==> src/mul_pkg.sv <==
`default_nettype none

package mul_pkg;

	localparam int XLEN     = 16;  // operand width.
	localparam int EXT_W    = 18;  // operand after sign or zero extension.
	localparam int PP_NUM   = 9;   // radix-4 booth digits.
	localparam int ROWS     = 10;  // booth rows plus the negation row.
	localparam int PROD_W   = 36;  // row width, also the column count.
	localparam int WT_CARRY = 7;   // carries passed to the next column.
	localparam int RES_W    = 32;

	typedef logic [XLEN-1:0]     operand_t;
	typedef logic [EXT_W-1:0]    ext_t;
	typedef logic [PROD_W-1:0]   row_t;

	// one bit from each row at the same weight, negation row in bit 0.
	typedef logic [ROWS-1:0]     column_t;

	typedef logic [WT_CARRY-1:0] lateral_t;
	typedef logic [RES_W-1:0]    result_t;

endpackage

`default_nettype wire

==> src/booth_pp_gen.sv <==
`default_nettype none

module booth_pp_gen (
	input  mul_pkg::operand_t multiplicand,
	input  mul_pkg::operand_t multiplier,
	input  logic              a_signed,
	input  logic              b_signed,
	output mul_pkg::row_t     pp_rows [mul_pkg::PP_NUM],
	output mul_pkg::row_t     neg_row
);

	localparam int EXT_PAD = mul_pkg::EXT_W - mul_pkg::XLEN;
	localparam int ROW_PAD = mul_pkg::PROD_W - mul_pkg::EXT_W - 1;

	mul_pkg::ext_t            a_ext;
	mul_pkg::ext_t            b_ext;
	logic [mul_pkg::EXT_W:0]  b_win;  // multiplier with the implicit zero below bit 0.
	logic [mul_pkg::PP_NUM-1:0] neg;

	assign a_ext = {{EXT_PAD{a_signed & multiplicand[mul_pkg::XLEN-1]}}, multiplicand};
	assign b_ext = {{EXT_PAD{b_signed & multiplier[mul_pkg::XLEN-1]}}, multiplier};
	assign b_win = {b_ext, 1'b0};

	for (genvar i = 0; i < mul_pkg::PP_NUM; i++) begin : g_digit
		logic [2:0]              win;
		logic                    one;
		logic                    two;
		logic [mul_pkg::EXT_W:0] sel;
		logic [mul_pkg::EXT_W:0] val;
		mul_pkg::row_t           row_ext;

		assign win = b_win[2*i +: 3];

		// 001/010 give 1x, 011/100 give 2x, 111 and 000 give zero.
		assign one = win[1] ^ win[0];
		assign two = (win == 3'b011) || (win == 3'b100);
		assign neg[i] = win[2] & ~(win[1] & win[0]);

		always_comb begin
			if (one) begin
				sel = {a_ext[mul_pkg::EXT_W-1], a_ext};
			end else if (two) begin
				sel = {a_ext, 1'b0};
			end else begin
				sel = '0;
			end
		end

		assign val = neg[i] ? ~sel : sel;  // the +1 goes to neg_row.
		assign row_ext = {{ROW_PAD{val[mul_pkg::EXT_W]}}, val};
		assign pp_rows[i] = row_ext << (2 * i);
	end

	always_comb begin
		neg_row = '0;
		for (int i = 0; i < mul_pkg::PP_NUM; i++) begin
			neg_row[2*i] = neg[i];
		end
	end

endmodule

`default_nettype wire

==> src/mul_top.sv <==
`default_nettype none

module mul_top (
	input  logic               clock,
	input  logic               reset,
	input  logic               in_valid,
	input  mul_pkg::operand_t  multiplicand,
	input  mul_pkg::operand_t  multiplier,
	input  logic               a_signed,
	input  logic               b_signed,
	output logic               out_valid,
	output mul_pkg::result_t   result
);

	logic                        s1_valid;
	mul_pkg::operand_t           s1_a;
	mul_pkg::operand_t           s1_b;
	logic                        s1_a_signed;
	logic                        s1_b_signed;

	mul_pkg::row_t               pp_rows [mul_pkg::PP_NUM];
	mul_pkg::row_t               neg_row;
	mul_pkg::column_t            columns [mul_pkg::PROD_W];
	logic [mul_pkg::PROD_W-1:0]  tree_sum;
	logic [mul_pkg::PROD_W-1:0]  tree_carry;

	logic                        s2_valid;
	logic [mul_pkg::PROD_W-1:0]  s2_sum;
	logic [mul_pkg::PROD_W-1:0]  s2_carry;
	logic [mul_pkg::PROD_W-1:0]  final_sum;

	always_ff @(posedge clock) begin
		if (reset) begin
			s1_valid  <= 1'b0;
			s2_valid  <= 1'b0;
			out_valid <= 1'b0;
		end else begin
			s1_valid  <= in_valid;
			s2_valid  <= s1_valid;
			out_valid <= s2_valid;
		end
	end

	always_ff @(posedge clock) begin
		s1_a        <= multiplicand;
		s1_b        <= multiplier;
		s1_a_signed <= a_signed;
		s1_b_signed <= b_signed;
	end

	booth_pp_gen u_booth (
		.multiplicand (s1_a),
		.multiplier   (s1_b),
		.a_signed     (s1_a_signed),
		.b_signed     (s1_b_signed),
		.pp_rows      (pp_rows),
		.neg_row      (neg_row)
	);

	pp_switch u_switch (
		.pp_rows (pp_rows),
		.neg_row (neg_row),
		.columns (columns)
	);

	wallace_array u_tree (
		.columns    (columns),
		.tree_sum   (tree_sum),
		.tree_carry (tree_carry)
	);

	always_ff @(posedge clock) begin
		s2_sum   <= tree_sum;
		s2_carry <= tree_carry;
	end

	// carry bits weigh one column more than the sum bits.
	assign final_sum = s2_sum + {s2_carry[mul_pkg::PROD_W-2:0], 1'b0};

	always_ff @(posedge clock) begin
		result <= final_sum[mul_pkg::RES_W-1:0];
	end

	// three edges from in_valid to out_valid, while reset stays low.
	a_valid_latency: assert property (@(posedge clock)
		(!reset && !$past(reset) && !$past(reset, 2) && !$past(reset, 3))
		|-> (out_valid == $past(in_valid, 3)));

	a_reset_clears: assert property (@(posedge clock) reset |=> !out_valid);

	a_tree_known: assert property (@(posedge clock) disable iff (reset)
		s1_valid |-> !$isunknown({tree_sum, tree_carry}));

endmodule

`default_nettype wire

==> src/pp_switch.sv <==
`default_nettype none

module pp_switch (
	input  mul_pkg::row_t    pp_rows [mul_pkg::PP_NUM],
	input  mul_pkg::row_t    neg_row,
	output mul_pkg::column_t columns [mul_pkg::PROD_W]
);

	// every column gets the same ten inputs, so every tree column can be
	// the same adder arrangement.
	always_comb begin
		for (int j = 0; j < mul_pkg::PROD_W; j++) begin
			columns[j][0] = neg_row[j];
			for (int r = 0; r < mul_pkg::PP_NUM; r++) begin
				columns[j][r+1] = pp_rows[r][j];
			end
		end
	end

endmodule

`default_nettype wire

==> src/wallace_array.sv <==
`default_nettype none

module wallace_array (
	input  mul_pkg::column_t         columns [mul_pkg::PROD_W],
	output logic [mul_pkg::PROD_W-1:0] tree_sum,
	output logic [mul_pkg::PROD_W-1:0] tree_carry
);

	localparam int LAST = mul_pkg::PROD_W - 1;

	mul_pkg::lateral_t lat [mul_pkg::PROD_W];  // carries into column k.

	assign lat[0] = '0;

	for (genvar k = 0; k < mul_pkg::PROD_W; k++) begin : g_col
		if (k < LAST) begin : g_mid
			wallace_column u_column (
				.bits      (columns[k]),
				.carry_in  (lat[k]),
				.carry_out (lat[k+1]),
				.sum       (tree_sum[k]),
				.carry     (tree_carry[k])
			);
		end else begin : g_top
			// carries out of the top column are beyond the product width.
			wallace_column u_column (
				.bits      (columns[k]),
				.carry_in  (lat[k]),
				.carry_out (),
				.sum       (tree_sum[k]),
				.carry     (tree_carry[k])
			);
		end
	end

endmodule

`default_nettype wire

==> src/wallace_column.sv <==
`default_nettype none

module wallace_column (
	input  mul_pkg::column_t bits,
	input  mul_pkg::lateral_t carry_in,
	output mul_pkg::lateral_t carry_out,
	output logic             sum,
	output logic             carry
);

	logic [2:0] l1_sum;
	logic [1:0] l2_sum;
	logic       l3_sum;
	logic       l4_sum;

	// full adder, returns {carry, sum}.
	function automatic logic [1:0] fa(input logic x, input logic y, input logic z);
		return {(x & y) | (x & z) | (y & z), x ^ y ^ z};
	endfunction

	// layer 1, bits 0 to 8; bit 9 waits for layer 2.
	for (genvar i = 0; i < 3; i++) begin : g_l1
		assign {carry_out[i], l1_sum[i]} = fa(bits[3*i], bits[3*i+1], bits[3*i+2]);
	end

	// layer 2 takes the three layer-1 carries of the column below.
	assign {carry_out[3], l2_sum[0]} = fa(l1_sum[0], l1_sum[1], carry_in[0]);
	assign {carry_out[4], l2_sum[1]} = fa(bits[9], carry_in[1], carry_in[2]);

	assign {carry_out[5], l3_sum} = fa(l2_sum[0], carry_in[3], carry_in[4]);  // layer 3.

	assign {carry_out[6], l4_sum} = fa(l3_sum, l2_sum[1], carry_in[5]);  // layer 4.

	// last adder, l1_sum[2] has been waiting since layer 1.
	assign {carry, sum} = fa(l4_sum, l1_sum[2], carry_in[6]);

endmodule

`default_nettype wire
==> config.mk <==
export PLATFORM = sky130hd
export DESIGN_NAME = mul_top
export DESIGN_NICKNAME = d
export VERILOG_FILES = /design/src/mul_pkg.sv /design/src/booth_pp_gen.sv /design/src/mul_top.sv /design/src/pp_switch.sv /design/src/wallace_array.sv /design/src/wallace_column.sv
export SDC_FILE = /design/constraint.sdc
export NUM_CORES = 1
export LEC_CHECK = 0
export ABC_CLOCK_PERIOD_IN_PS = 5990
export BUFFER_PORTS_ARGS = -buffer_cell sky130_fd_sc_hd__clkbuf_2
export CORE_AREA = 2 2 139 276
export DETAILED_ROUTE_END_ITERATION = 10
export DIE_AREA = 0 0 141 278
export GPL_TIMING_DRIVEN = 0
export PLACE_DENSITY = 0.55
export SYNTH_ARGS = -nofsm -noshare
export SYNTH_HDL_FRONTEND = slang
export SYNTH_SLANG_ARGS = --single-unit
==> constraint.sdc <==
create_clock -name clock -period 5.99 [get_ports clock]
set_clock_uncertainty 0.2 [all_clocks]
set_input_delay 0.8985 -clock clock [delete_from_list [all_inputs] [get_ports clock]]
set_output_delay 0.8985 -clock clock [all_outputs]
set_load 0.005 [all_outputs]
# Word-level counts from Yosys, hierarchy flattened
# Index checks and enable logic that the tools add are counted.
# W data, S select, Z words.
[classes] n_addsub=1 n_eq_ne=17 mux=27 n_bitwise=1124 n_reduce_logical=8
[op_table] op="$mux W19" n=27
[op_table] op="$and A1 B1 Y1" n=480
[op_table] op="$xor A1 B1 Y1" n=339
[op_table] op="$or A1 B1 Y1" n=288
[op_table] op="$not A19 Y19" n=9
[op_table] op="$add A32 B32 Y32" n=1
[op_table] op="$eq A3 B2 Y1 const B" n=8
[op_table] op="$eq A3 B3 Y1 const B" n=8
[op_table] op="$logic_or A1 B1 Y1" n=8
[op_table] op="$not A1 Y1" n=8
[op_table] op="$eq A2 B2 Y1 const B" n=1
[totals] reg_bits=127 wordCells=1187

# Logic depth before layout (Yosys ltp)
# Gate-level depths: netlist of the first run.
[logic_depth] ltp_word=21 depth_mapped=20 depth_no_buf=17

# By module
# From an unflattened synthesis of the first run, not the netlist that was laid out.
[hier_totals] hier_cells=2819 hier_area_um2=22897.0
[by_module_without_submodules] module="wallace_column" n_inst=36 cells_each=30 area_each_um2=242.7
[by_module_without_submodules] module="booth_pp_gen" n_inst=1 cells_each=1029 area_each_um2=7209.4
[by_module_without_submodules] module="mul_top" n_inst=1 cells_each=349 area_each_um2=4242.8
[by_module_without_submodules] module="pp_switch" n_inst=1 cells_each=360 area_each_um2=2702.6
[by_module_without_submodules] module="wallace_array" n_inst=1 cells_each=1 area_each_um2=3.8

# Worst setup path after synthesis of the first run
# OpenSTA, ideal clock, no wires.
[synth_path] path_type="register -> register" startpoint="reg s1_b[3]" endpoint="reg s2_sum[19] (netlist name)" arrival_time_ps=5181 required_time_ps=5659 path_slack_ps=478 stages_incl_launch_ff=18 path_buffers=4 period_less_slack_ps=5512 path_cell_list="dfxtp_1 clkbuf_1 clkinv_1 clkbuf_1 ha_1 clkbuf_1 nor3b_1 clkbuf_1 a21oi_1 o221ai_1 fa_1 fa_1 inv_1 fa_1 inv_1 fa_1 inv_1 fa_1"
[synth_via] elab_chain_cells=19 elab_cells_between_ends=114
[synth_lines] element="start: declaration" line_no="mul_top.sv:17" source="mul_pkg::operand_t s1_b;"
[synth_lines] element="start signal: assignment" line_no="mul_top.sv:46" source="s1_b <= multiplier;"
[synth_lines] element="$eq A3 B2 Y1 or $eq A3 B3 Y1 (tied branches)" line_no="booth_pp_gen.sv:36" source="assign two = (win == 3'b011) || (win == 3'b100);"
[synth_lines] element="$logic_or A1 B1 Y1" line_no="booth_pp_gen.sv:36"
[synth_lines] element="$mux W19" line_no="booth_pp_gen.sv:42" source="end else if (two) begin"
[synth_lines] element="$mux W19" line_no="booth_pp_gen.sv:40" source="if (one) begin"
[synth_lines] element="$not A19 Y19" line_no="booth_pp_gen.sv:49" source="assign val = neg[i] ? ~sel : sel;"
[synth_lines] element="$mux W19" line_no="booth_pp_gen.sv:49"
[synth_lines] element="$and A1 B1 Y1" line_no="wallace_column.sv:18" source="return {(x & y) | (x & z) | (y & z), x ^ y ^ z};"
[synth_lines] element="$or A1 B1 Y1 (2 in series)" line_no="wallace_column.sv:18"
[synth_lines] element="$and A1 B1 Y1" line_no="wallace_column.sv:18"
[synth_lines] element="$or A1 B1 Y1 (2 in series)" line_no="wallace_column.sv:18"
[synth_lines] element="$and A1 B1 Y1" line_no="wallace_column.sv:18"
[synth_lines] element="$or A1 B1 Y1 (2 in series)" line_no="wallace_column.sv:18"
[synth_lines] element="$and A1 B1 Y1" line_no="wallace_column.sv:18"
[synth_lines] element="$or A1 B1 Y1 (2 in series)" line_no="wallace_column.sv:18"
[synth_lines] element="$xor A1 B1 Y1 (*)" line_no="wallace_column.sv:18"
[synth_lines] element="named net u_tree.g_col[19].g_mid.u_column.sum" line_no="wallace_column.sv:7" source="output logic sum,"
[synth_lines] element="end signal: assignment" line_no="mul_top.sv:73" source="s2_sum <= tree_sum;"
[synth_lines] element="end: declaration" line_no="mul_top.sv:28" source="logic [mul_pkg::PROD_W-1:0] s2_sum;"
# Mark *: on every way through the listed nets, which the timed path passes. The rest lies on a longest branch.
# A chain may end at the register's enable or synchronous reset.

# Final worst setup path of the first run
[layout_path] startpoint="reg s1_b[7]" endpoint="reg s2_sum[18] (netlist name)"
[layout_via] elab_chain_cells=18 elab_cells_between_ends=101
[layout_lines] element="$eq A3 B2 Y1 or $eq A3 B3 Y1 (tied branches)" line_no="booth_pp_gen.sv:36"
[layout_lines] element="$logic_or A1 B1 Y1" line_no="booth_pp_gen.sv:36"
[layout_lines] element="$mux W19" line_no="booth_pp_gen.sv:42"
[layout_lines] element="$mux W19" line_no="booth_pp_gen.sv:40"
[layout_lines] element="$not A19 Y19" line_no="booth_pp_gen.sv:49"
[layout_lines] element="$mux W19" line_no="booth_pp_gen.sv:49"
[layout_lines] element="$and A1 B1 Y1 or $xor A1 B1 Y1 (tied branches)" line_no="wallace_column.sv:18"
[layout_lines] element="$or A1 B1 Y1 or $xor A1 B1 Y1 (tied branches)" line_no="wallace_column.sv:18"
[layout_lines] element="(+2 left out)"
[layout_lines] element="$or A1 B1 Y1" line_no="wallace_column.sv:18"
[layout_lines] element="$or A1 B1 Y1 or $and A1 B1 Y1 (tied branches)" line_no="wallace_column.sv:18"
[layout_lines] element="$and A1 B1 Y1 or $or A1 B1 Y1 (tied branches)" line_no="wallace_column.sv:18"
[layout_lines] element="$or A1 B1 Y1" line_no="wallace_column.sv:18"
[layout_lines] element="$or A1 B1 Y1 or $and A1 B1 Y1 (tied branches)" line_no="wallace_column.sv:18"
[layout_lines] element="$xor A1 B1 Y1 or $or A1 B1 Y1 (tied branches) (2 in series)" line_no="wallace_column.sv:18"
[layout_lines] element="$xor A1 B1 Y1 (*)" line_no="wallace_column.sv:18"
[layout_lines] element="named net u_tree.g_col[18].g_mid.u_column.sum" line_no="wallace_column.sv:7"
# Marks and branches as above.

==> results by group, run 1 <==
Outcome
  – Status: finished clean

Global routing
  – First-pass GRT wire length: 75600 um
  – Total grt overflow: 0
  – Largest net degree at the start of global routing: 18
  – GR Util All Layers: 0.267
  – Vias in the first global route: about 12000
  – Initial antenna violation count: 0

Clock tree
  – Post-CTS setup buffer count: 0
  – CTS tree: built
  – # clock sinks: between 100 and 150
  – Hold Buf Count CTS: 0
  – H-tree depth: 4
  – CTS max path bufs: 2
  – Clock latency on the worst-skew pair: about 450 ps
  – CTS buffer count: 17
  – Clk pin slew, worst setup/hold paths: around 60 ps
  – Root Driver: clkbuf_16

Power
  – Pwr/cell area: 471 nW/um2
  – Leak Pwr: about 6.3 nW
  – Peak VDD IR: between 0.0002 and 0.0003 V

Synth
  – Synth Flop Type: dfxtp_1
  – Avg Synthesized Cell Area: a little over 8 um2
  – Post-Syn Instances: between 1500 and 2000
  – Async S/R FF share, synth: 0
  – Distinct cells, synth: just under 60
  – Synth Net Count: approximately 1800
  – Register area share after synthesis: 0.199
  – Synth warnings: 0
  – Register bit total from synthesis: 127
  – Cell area after synthesis: between 10000 and 15000 um2
  – Post-synth EDFFs: 0

Setup path
  – CP Data Arrival Time: 5960 ps
  – Peak fanout along the critical path: 10
  – CP required: 6120 ps
  – CP Class: register to register
  – Worst Setup End Kind: register
  – Critical path startpoint category: register

Finish
  – Area delta synth->final: 12.8%
  – Fill count: 3823
  – Commonest non-fill, non-tap cell in the layout: a21oi_1
  – Most frequent cells in the layout: a21oi_1, inv_1, fa_1
  – Diodes inserted: 0
  – Fin nets: ~1900
  – Share of layout cells above drive strength 1: 0.0928

STA
  – Actual slew at the worst max-slew pin: roughly 1100 ps
  – Final hold violation count: 0
  – Min Hold Slack: 127 ps
  – Final WS setup: 165 ps
  – Max_slew headroom: 0.253
  – Final setup TNS: 0 ps
  – Finish-stage setup viols: 0
  – Highest clock rate: between 0.15 and 0.2 GHz
  – Max-slew violations: 0
  – RSZ-0062 raised after global routing: false
  – Tmin final: roughly 5800 ps
  – Fin crit share: 0.972

Placement
  – Port Buf Inserts: 69
  – Pre-CTS setup slack: -732 ps
  – DP HPWL: around 41000 um
  – Placer Congestion: ~1

Floorplan
  – Row count: 100
  – Ports: 70
  – Die Y: 278 um
  – Core box area: around 37000 um2
  – Die width: roughly 140 um
  – Starting Density: 0.344
  – Die ar.: slightly below 40000 um2

Drt
  – DRC: 0
  – Via density: 5.59
  – Initial drt markers: between 800 and 900
  – Antenna Nets Post-Route: 0
  – Via count: roughly 12000
  – WL/cell: around 24 um
  – Router iterations before antenna repair: 6
  – WL final: roughly 51000 um

Flow run
  – MaxCap Viol Count: 0

Hold path
  – HP Class: register to register
stage by stage:
stage                     power, W  cell area [um2]  std cells  utilization
after floorplan            0.00444            12800       1560            -
after global placement     0.00562            13700       2088        0.369
after detailed placement   0.00574            13700       2088        0.369
after CTS                  0.00693            14400       2119        0.388
after global routing       0.00759            14400       2118        0.388
final                      0.00679            14400       2118        0.388
layout make-up:
type	instances	area (um2)	area share
inverter	205	773	0.0536
tap	459	574	0.0398
timing repair buffer	69	345	0.0239
multi-input combinational	1086	9000	0.624
sequential	127	2540	0.176
clock inverter	13	176	0.0122
buffer	140	562	0.0389
clock buffer	19	453	0.0314
final timing paths:
| kind | start | end | slack, ps | cells after the start |
|---|---|---|---|---|
| max | s1_b[7]$_DFF_P_ | s2_sum[18]$_DFF_P_ | 170 | 17 |
| min | s2_sum[0]$_DFF_P_ | result[0]$_DFF_P_ | 130 | 0 |
| max reg2reg | s1_b[7]$_DFF_P_ | s2_sum[18]$_DFF_P_ | 170 | 17 |
| min reg2reg | s2_sum[0]$_DFF_P_ | result[0]$_DFF_P_ | 130 | 0 |
registers in the layout, indices dropped and copies added (netlist names):
| register | cells |
|---|---|
| result | 32 |
| s2_sum | 32 |
| s2_carry | 26 |
| s1_a | 16 |
| s1_b | 16 |
| out_valid | 1 |
| s1_a_signed | 1 |
| s1_b_signed | 1 |
| s1_valid | 1 |
| s2_valid | 1 |
synth_stat cells, drive strengths merged (2+ instances only):
master    n  area share
buf      27      0.0080
inv     199       0.058
o21ai    79       0.031
nor3      2     0.00078
nor2     85       0.025
a22o      2      0.0014
clkbuf  115       0.034
a21oi   214       0.085
o21a      3      0.0018
and2      9      0.0044
o211ai    2      0.0012
mux2i    34       0.027
a21o     14      0.0082
fa      136        0.21
ha       83       0.081
nand3    20      0.0078
clkinv    6      0.0018
a22oi    33       0.020
a31oi     4      0.0020
xor2     21       0.014
o22ai    23       0.012
nor2b    13      0.0064
o31ai     2      0.0016
o221ai   14      0.0096
a211oi   89       0.052
nor3b     2      0.0012
dfxtp   127        0.20
xnor2    61       0.042
nand2b    6      0.0029
nand2   115       0.034
layer usage:
layer / up-vias / wire length, um / track usage
met2: 516 / 26800 / 0.488
li1: 5386 / - / -
met1: 5718 / 16300 / 0.248
met3: 217 / 2590 / 0.0446
met5: - / 0 / 0
met4: 0 / 5580 / 0.243
critical path, cell delays in order, from the launching register on:
cell	delay, ps
dfxtp_1	480
inv_2	130
clkbuf_1	250
clkbuf_2	280
ha_1	420
clkbuf_2	270
buf_2	330
a22oi_1	150
xnor2_1	200
fa_1	700
inv_1	110
fa_1	510
inv_1	50
fa_1	530
inv_1	50
fa_1	520
inv_1	50
fa_1	450
kinds of logic (layout without fill, tap and decap cells):
family / after synthesis / in the layout / synth area share
compound gates: 491 / 491 / 0.234
mux: 35 / 35 / 0.0275
flops: 127 / 127 / 0.199
fa+ha+maj: 219 / 219 / 0.294
other cells: 1 / 1 / 0.000293
xor+xnor: 83 / 83 / 0.0579
simple gates: 257 / 257 / 0.0853
buf+inv: 347 / 446 / 0.102
repair_timing:
action                     CTS  global route
setup endpoints to repair   43            26
cloned                       0             0
gates resized for setup     34            21
power by group:
part / internal (W) / leakage [nW] / total [W] / switching [W]
clock: 0.000685 / 0.306 / 0.00113 / 0.000449
combinational: 0.00176 / 4.96 / 0.00431 / 0.00255
sequential: 0.00126 / 1.07 / 0.00135 / 0.0000898
total: 0.00370 / 6.34 / 0.00679 / 0.00309
(Power assumes the default switching activity.)
==> run 2, diff against run 1 <==
- CORE_AREA: 2 2 139 276 -> 2 2 150 298
- DIE_AREA: 0 0 141 278 -> 0 0 152 300
- PLACE_DENSITY: 0.55 -> 0.49
==> results by group, run 2 (synthesized netlist as in run 1, its figures left out) <==
Finish
  – Biggest regs: result x32, s2_sum x32, s2_carry x26
  – Fill count: 4607 (+21%)
  – Commonest non-fill, non-tap cell in the layout: a21oi_1
  – Share of layout cells above drive strength 1: 0.0966 (+0.00373)
  – Fin nets: 1901 (-0.053%)
  – Most frequent cells in the layout: a21oi_1, inv_1, fa_1
  – Area delta synth->final: 13.8%
  – Fin util: 0.335 (-0.0528)

Setup path
  – Peak fanout along the critical path: 10 (unchanged)
  – CP dominant cell by count: fa_1
  – FF-to-FF Start: s1_b[7]$_DFF_P_
  – CP max-delay cell: fa_1
  – CP required: 6130 ps (about the same)
  – Worst path bufs/invs: 7 (-2)
  – Worst Setup End Kind: register
  – Crit path cell chain: inv_2 -> clkbuf_1 -> clkbuf_2 -> ha_1 -> mux2i_1 -> nor2_4 -> clkbuf_2 -> a22oi_1 -> xnor2_1 -> fa_1 -> inv_1 -> fa_1 -> fa_1 -> inv_1 -> fa_1 -> inv_1 -> fa_1
  – CP top delay family: adder cells
  – Critical path's largest stage delay: 670 ps (-30 ps)
  – Beginning of the critical path: s1_b[7]$_DFF_P_
  – Reg2reg path depth: 17 (unchanged)
  – CP Depth: 17 (unchanged)
  – CP Data Arrival Time: 5970 ps (about the same)
  – Critical path startpoint category: register
  – CP Class: register to register

Global routing
  – Vias in the first global route: 12495 (+1.7%)
  – First-pass GRT wire length: 80100 um (+5.9%)
  – Total grt overflow: 0 (unchanged)
  – Largest net degree at the start of global routing: 17 (-1)
  – GR Util All Layers: 0.243 (-0.0242)
  – Initial antenna violation count: 0 (unchanged)

STA
  – Max_slew headroom: 0.248 (-0.00424)
  – Max-slew violations: 0 (unchanged)
  – Finish-stage setup viols: 0 (unchanged)
  – Actual slew at the worst max-slew pin: 1130 ps (+6.35 ps)
  – Final hold violation count: 0 (unchanged)
  – Highest clock rate: 0.172 GHz (about the same)
  – Tmin final: 5830 ps (+3.63 ps)
  – Fin crit share: 0.973 (about the same)
  – RSZ-0062 raised after global routing: false

Drt
  – Met3 wire length: 3060 um (+18%)
  – DRC: 0 (unchanged)
  – Via count: 11875 (+0.32%)
  – WL met2: 27600 um (+3.2%)
  – Via density: 5.38 (-3.8%)
  – Antenna Nets Post-Route: 0 (unchanged)
  – Max layer used: met4
  – Initial drt markers: 818 (-4.7%)
  – Router iterations before antenna repair: 7 (+1)
  – WL/cell: 24.6 um (+1.4%)
  – WL final: 54200 um (+5.7%)
  – WL met1: 16800 um (+2.9%)

Clock tree
  – CTS max path bufs: 2 (unchanged)
  – Post-CTS setup buffer count: 0 (unchanged)
  – CTS tree: built
  – Clock latency on the worst-skew pair: 470 ps (+20 ps)
  – # clock sinks: 127 (unchanged)
  – H-tree depth: 4 (unchanged)
  – CTS buffer count: 17 (unchanged)
  – Hold Buf Count CTS: 0 (unchanged)
  – Clk pin slew, worst setup/hold paths: 70 ps (about the same)
  – Root Driver: clkbuf_16

Floorplan
  – Ports: 70 (unchanged)
  – Core box area: 43400 um2 (+17%)
  – Die ar.: 45600 um2 (+16%)
  – Row count: 108 (+8.0%)
  – Starting Density: 0.295 (-0.0493)
  – Die width: 152 um (+7.8%)
  – Die Y: 300 um (+7.9%)

Power
  – Overall Power: 0.00671 W (-1.2%)
  – Peak VDD IR: 0.000217 V (-23%)
  – Leak Pwr: 6.33 nW (-0.13%)
  – Pwr/cell area: 461 nW/um2 (-2.1%)

Flow run
  – MaxCap Viol Count: 0 (unchanged)

Placement
  – DP HPWL: 42600 um (+4.7%)
  – Placer Congestion: 0.996 (-3.0%)
  – Port Buf Inserts: 69 (unchanged)

Hold path
  – Hold Path Depth: 0 (unchanged)
  – HP Class: register to register
  – Hold path start: s2_sum[0]$_DFF_P_

Outcome
  – Status: finished clean
-- run 2: cell types whose count changed in the layout (fill, tap and decap cells not counted), sizes merged --
cell	delta
clkinv	+1
clkdlybuf4s15	-1
clkinvlp	+3
inv	-5
diode	+1
-- run 2: path summary, 6_finish.rpt --
path | endpoint | slack, ps
worst max register to register | s2_sum[20]$_DFF_P_ | 160
worst max-delay path | s2_sum[20]$_DFF_P_ | 160
worst min-delay path | result[0]$_DFF_P_ | 130
worst min register to register | result[0]$_DFF_P_ | 130
-- run 2: repair_timing --
action / 4_1_cts / 5_1_grt
endpoints found under the setup margin: 45 / 37
pin swaps: 0 / 1
resized for setup: 53 / 23
-- run 2: layout make-up --
| cell class | instances | area (um2) | area share |
|---|---|---|---|
| multi-input cells | 1086 | 9040 | 0.621 |
| flip-flops and latches | 127 | 2540 | 0.175 |
| inverters | 205 | 772 | 0.0530 |
| well taps | 550 | 688 | 0.0473 |
| plain buffers | 139 | 553 | 0.0380 |
| clock buffers | 19 | 443 | 0.0304 |
| repair buffers | 69 | 345 | 0.0237 |
| clock inverters | 12 | 163 | 0.0112 |
| diodes | 1 | 2.50 | 0.000172 |
-- run 2: report_power, final --
group / internal (W) / leakage, nW / switching (W)
clock: 0.000665 / 0.283 / 0.000440
sequential: 0.00126 / 1.07 / 0.0000904
combinational: 0.00174 / 4.98 / 0.00251
total: 0.00367 / 6.33 / 0.00304
-- run 2: metal layers --
layer | vias to the layer above | global-route usage
met5 | - | 0
met2 | 573 | 0.439
met1 | 5649 | 0.223
met3 | 260 | 0.0398
met4 | 0 | 0.250
li1 | 5393 | -
-- run 2: through the flow --
step           area (um2)  setup WS (ps)  setup TNS, ps  std cells  hold slack (ps)
3_5_place_dp        13800          -1050         -24210       2179              113
3_3_place_gp        13800          -1070         -25090       2179              111
6_report            14600            162              0       2208              126
5_1_grt             14600           2.82              0       2207              134
4_1_cts             14500           51.0              0       2209              128
2_1_floorplan       12800            478              0       1560              110
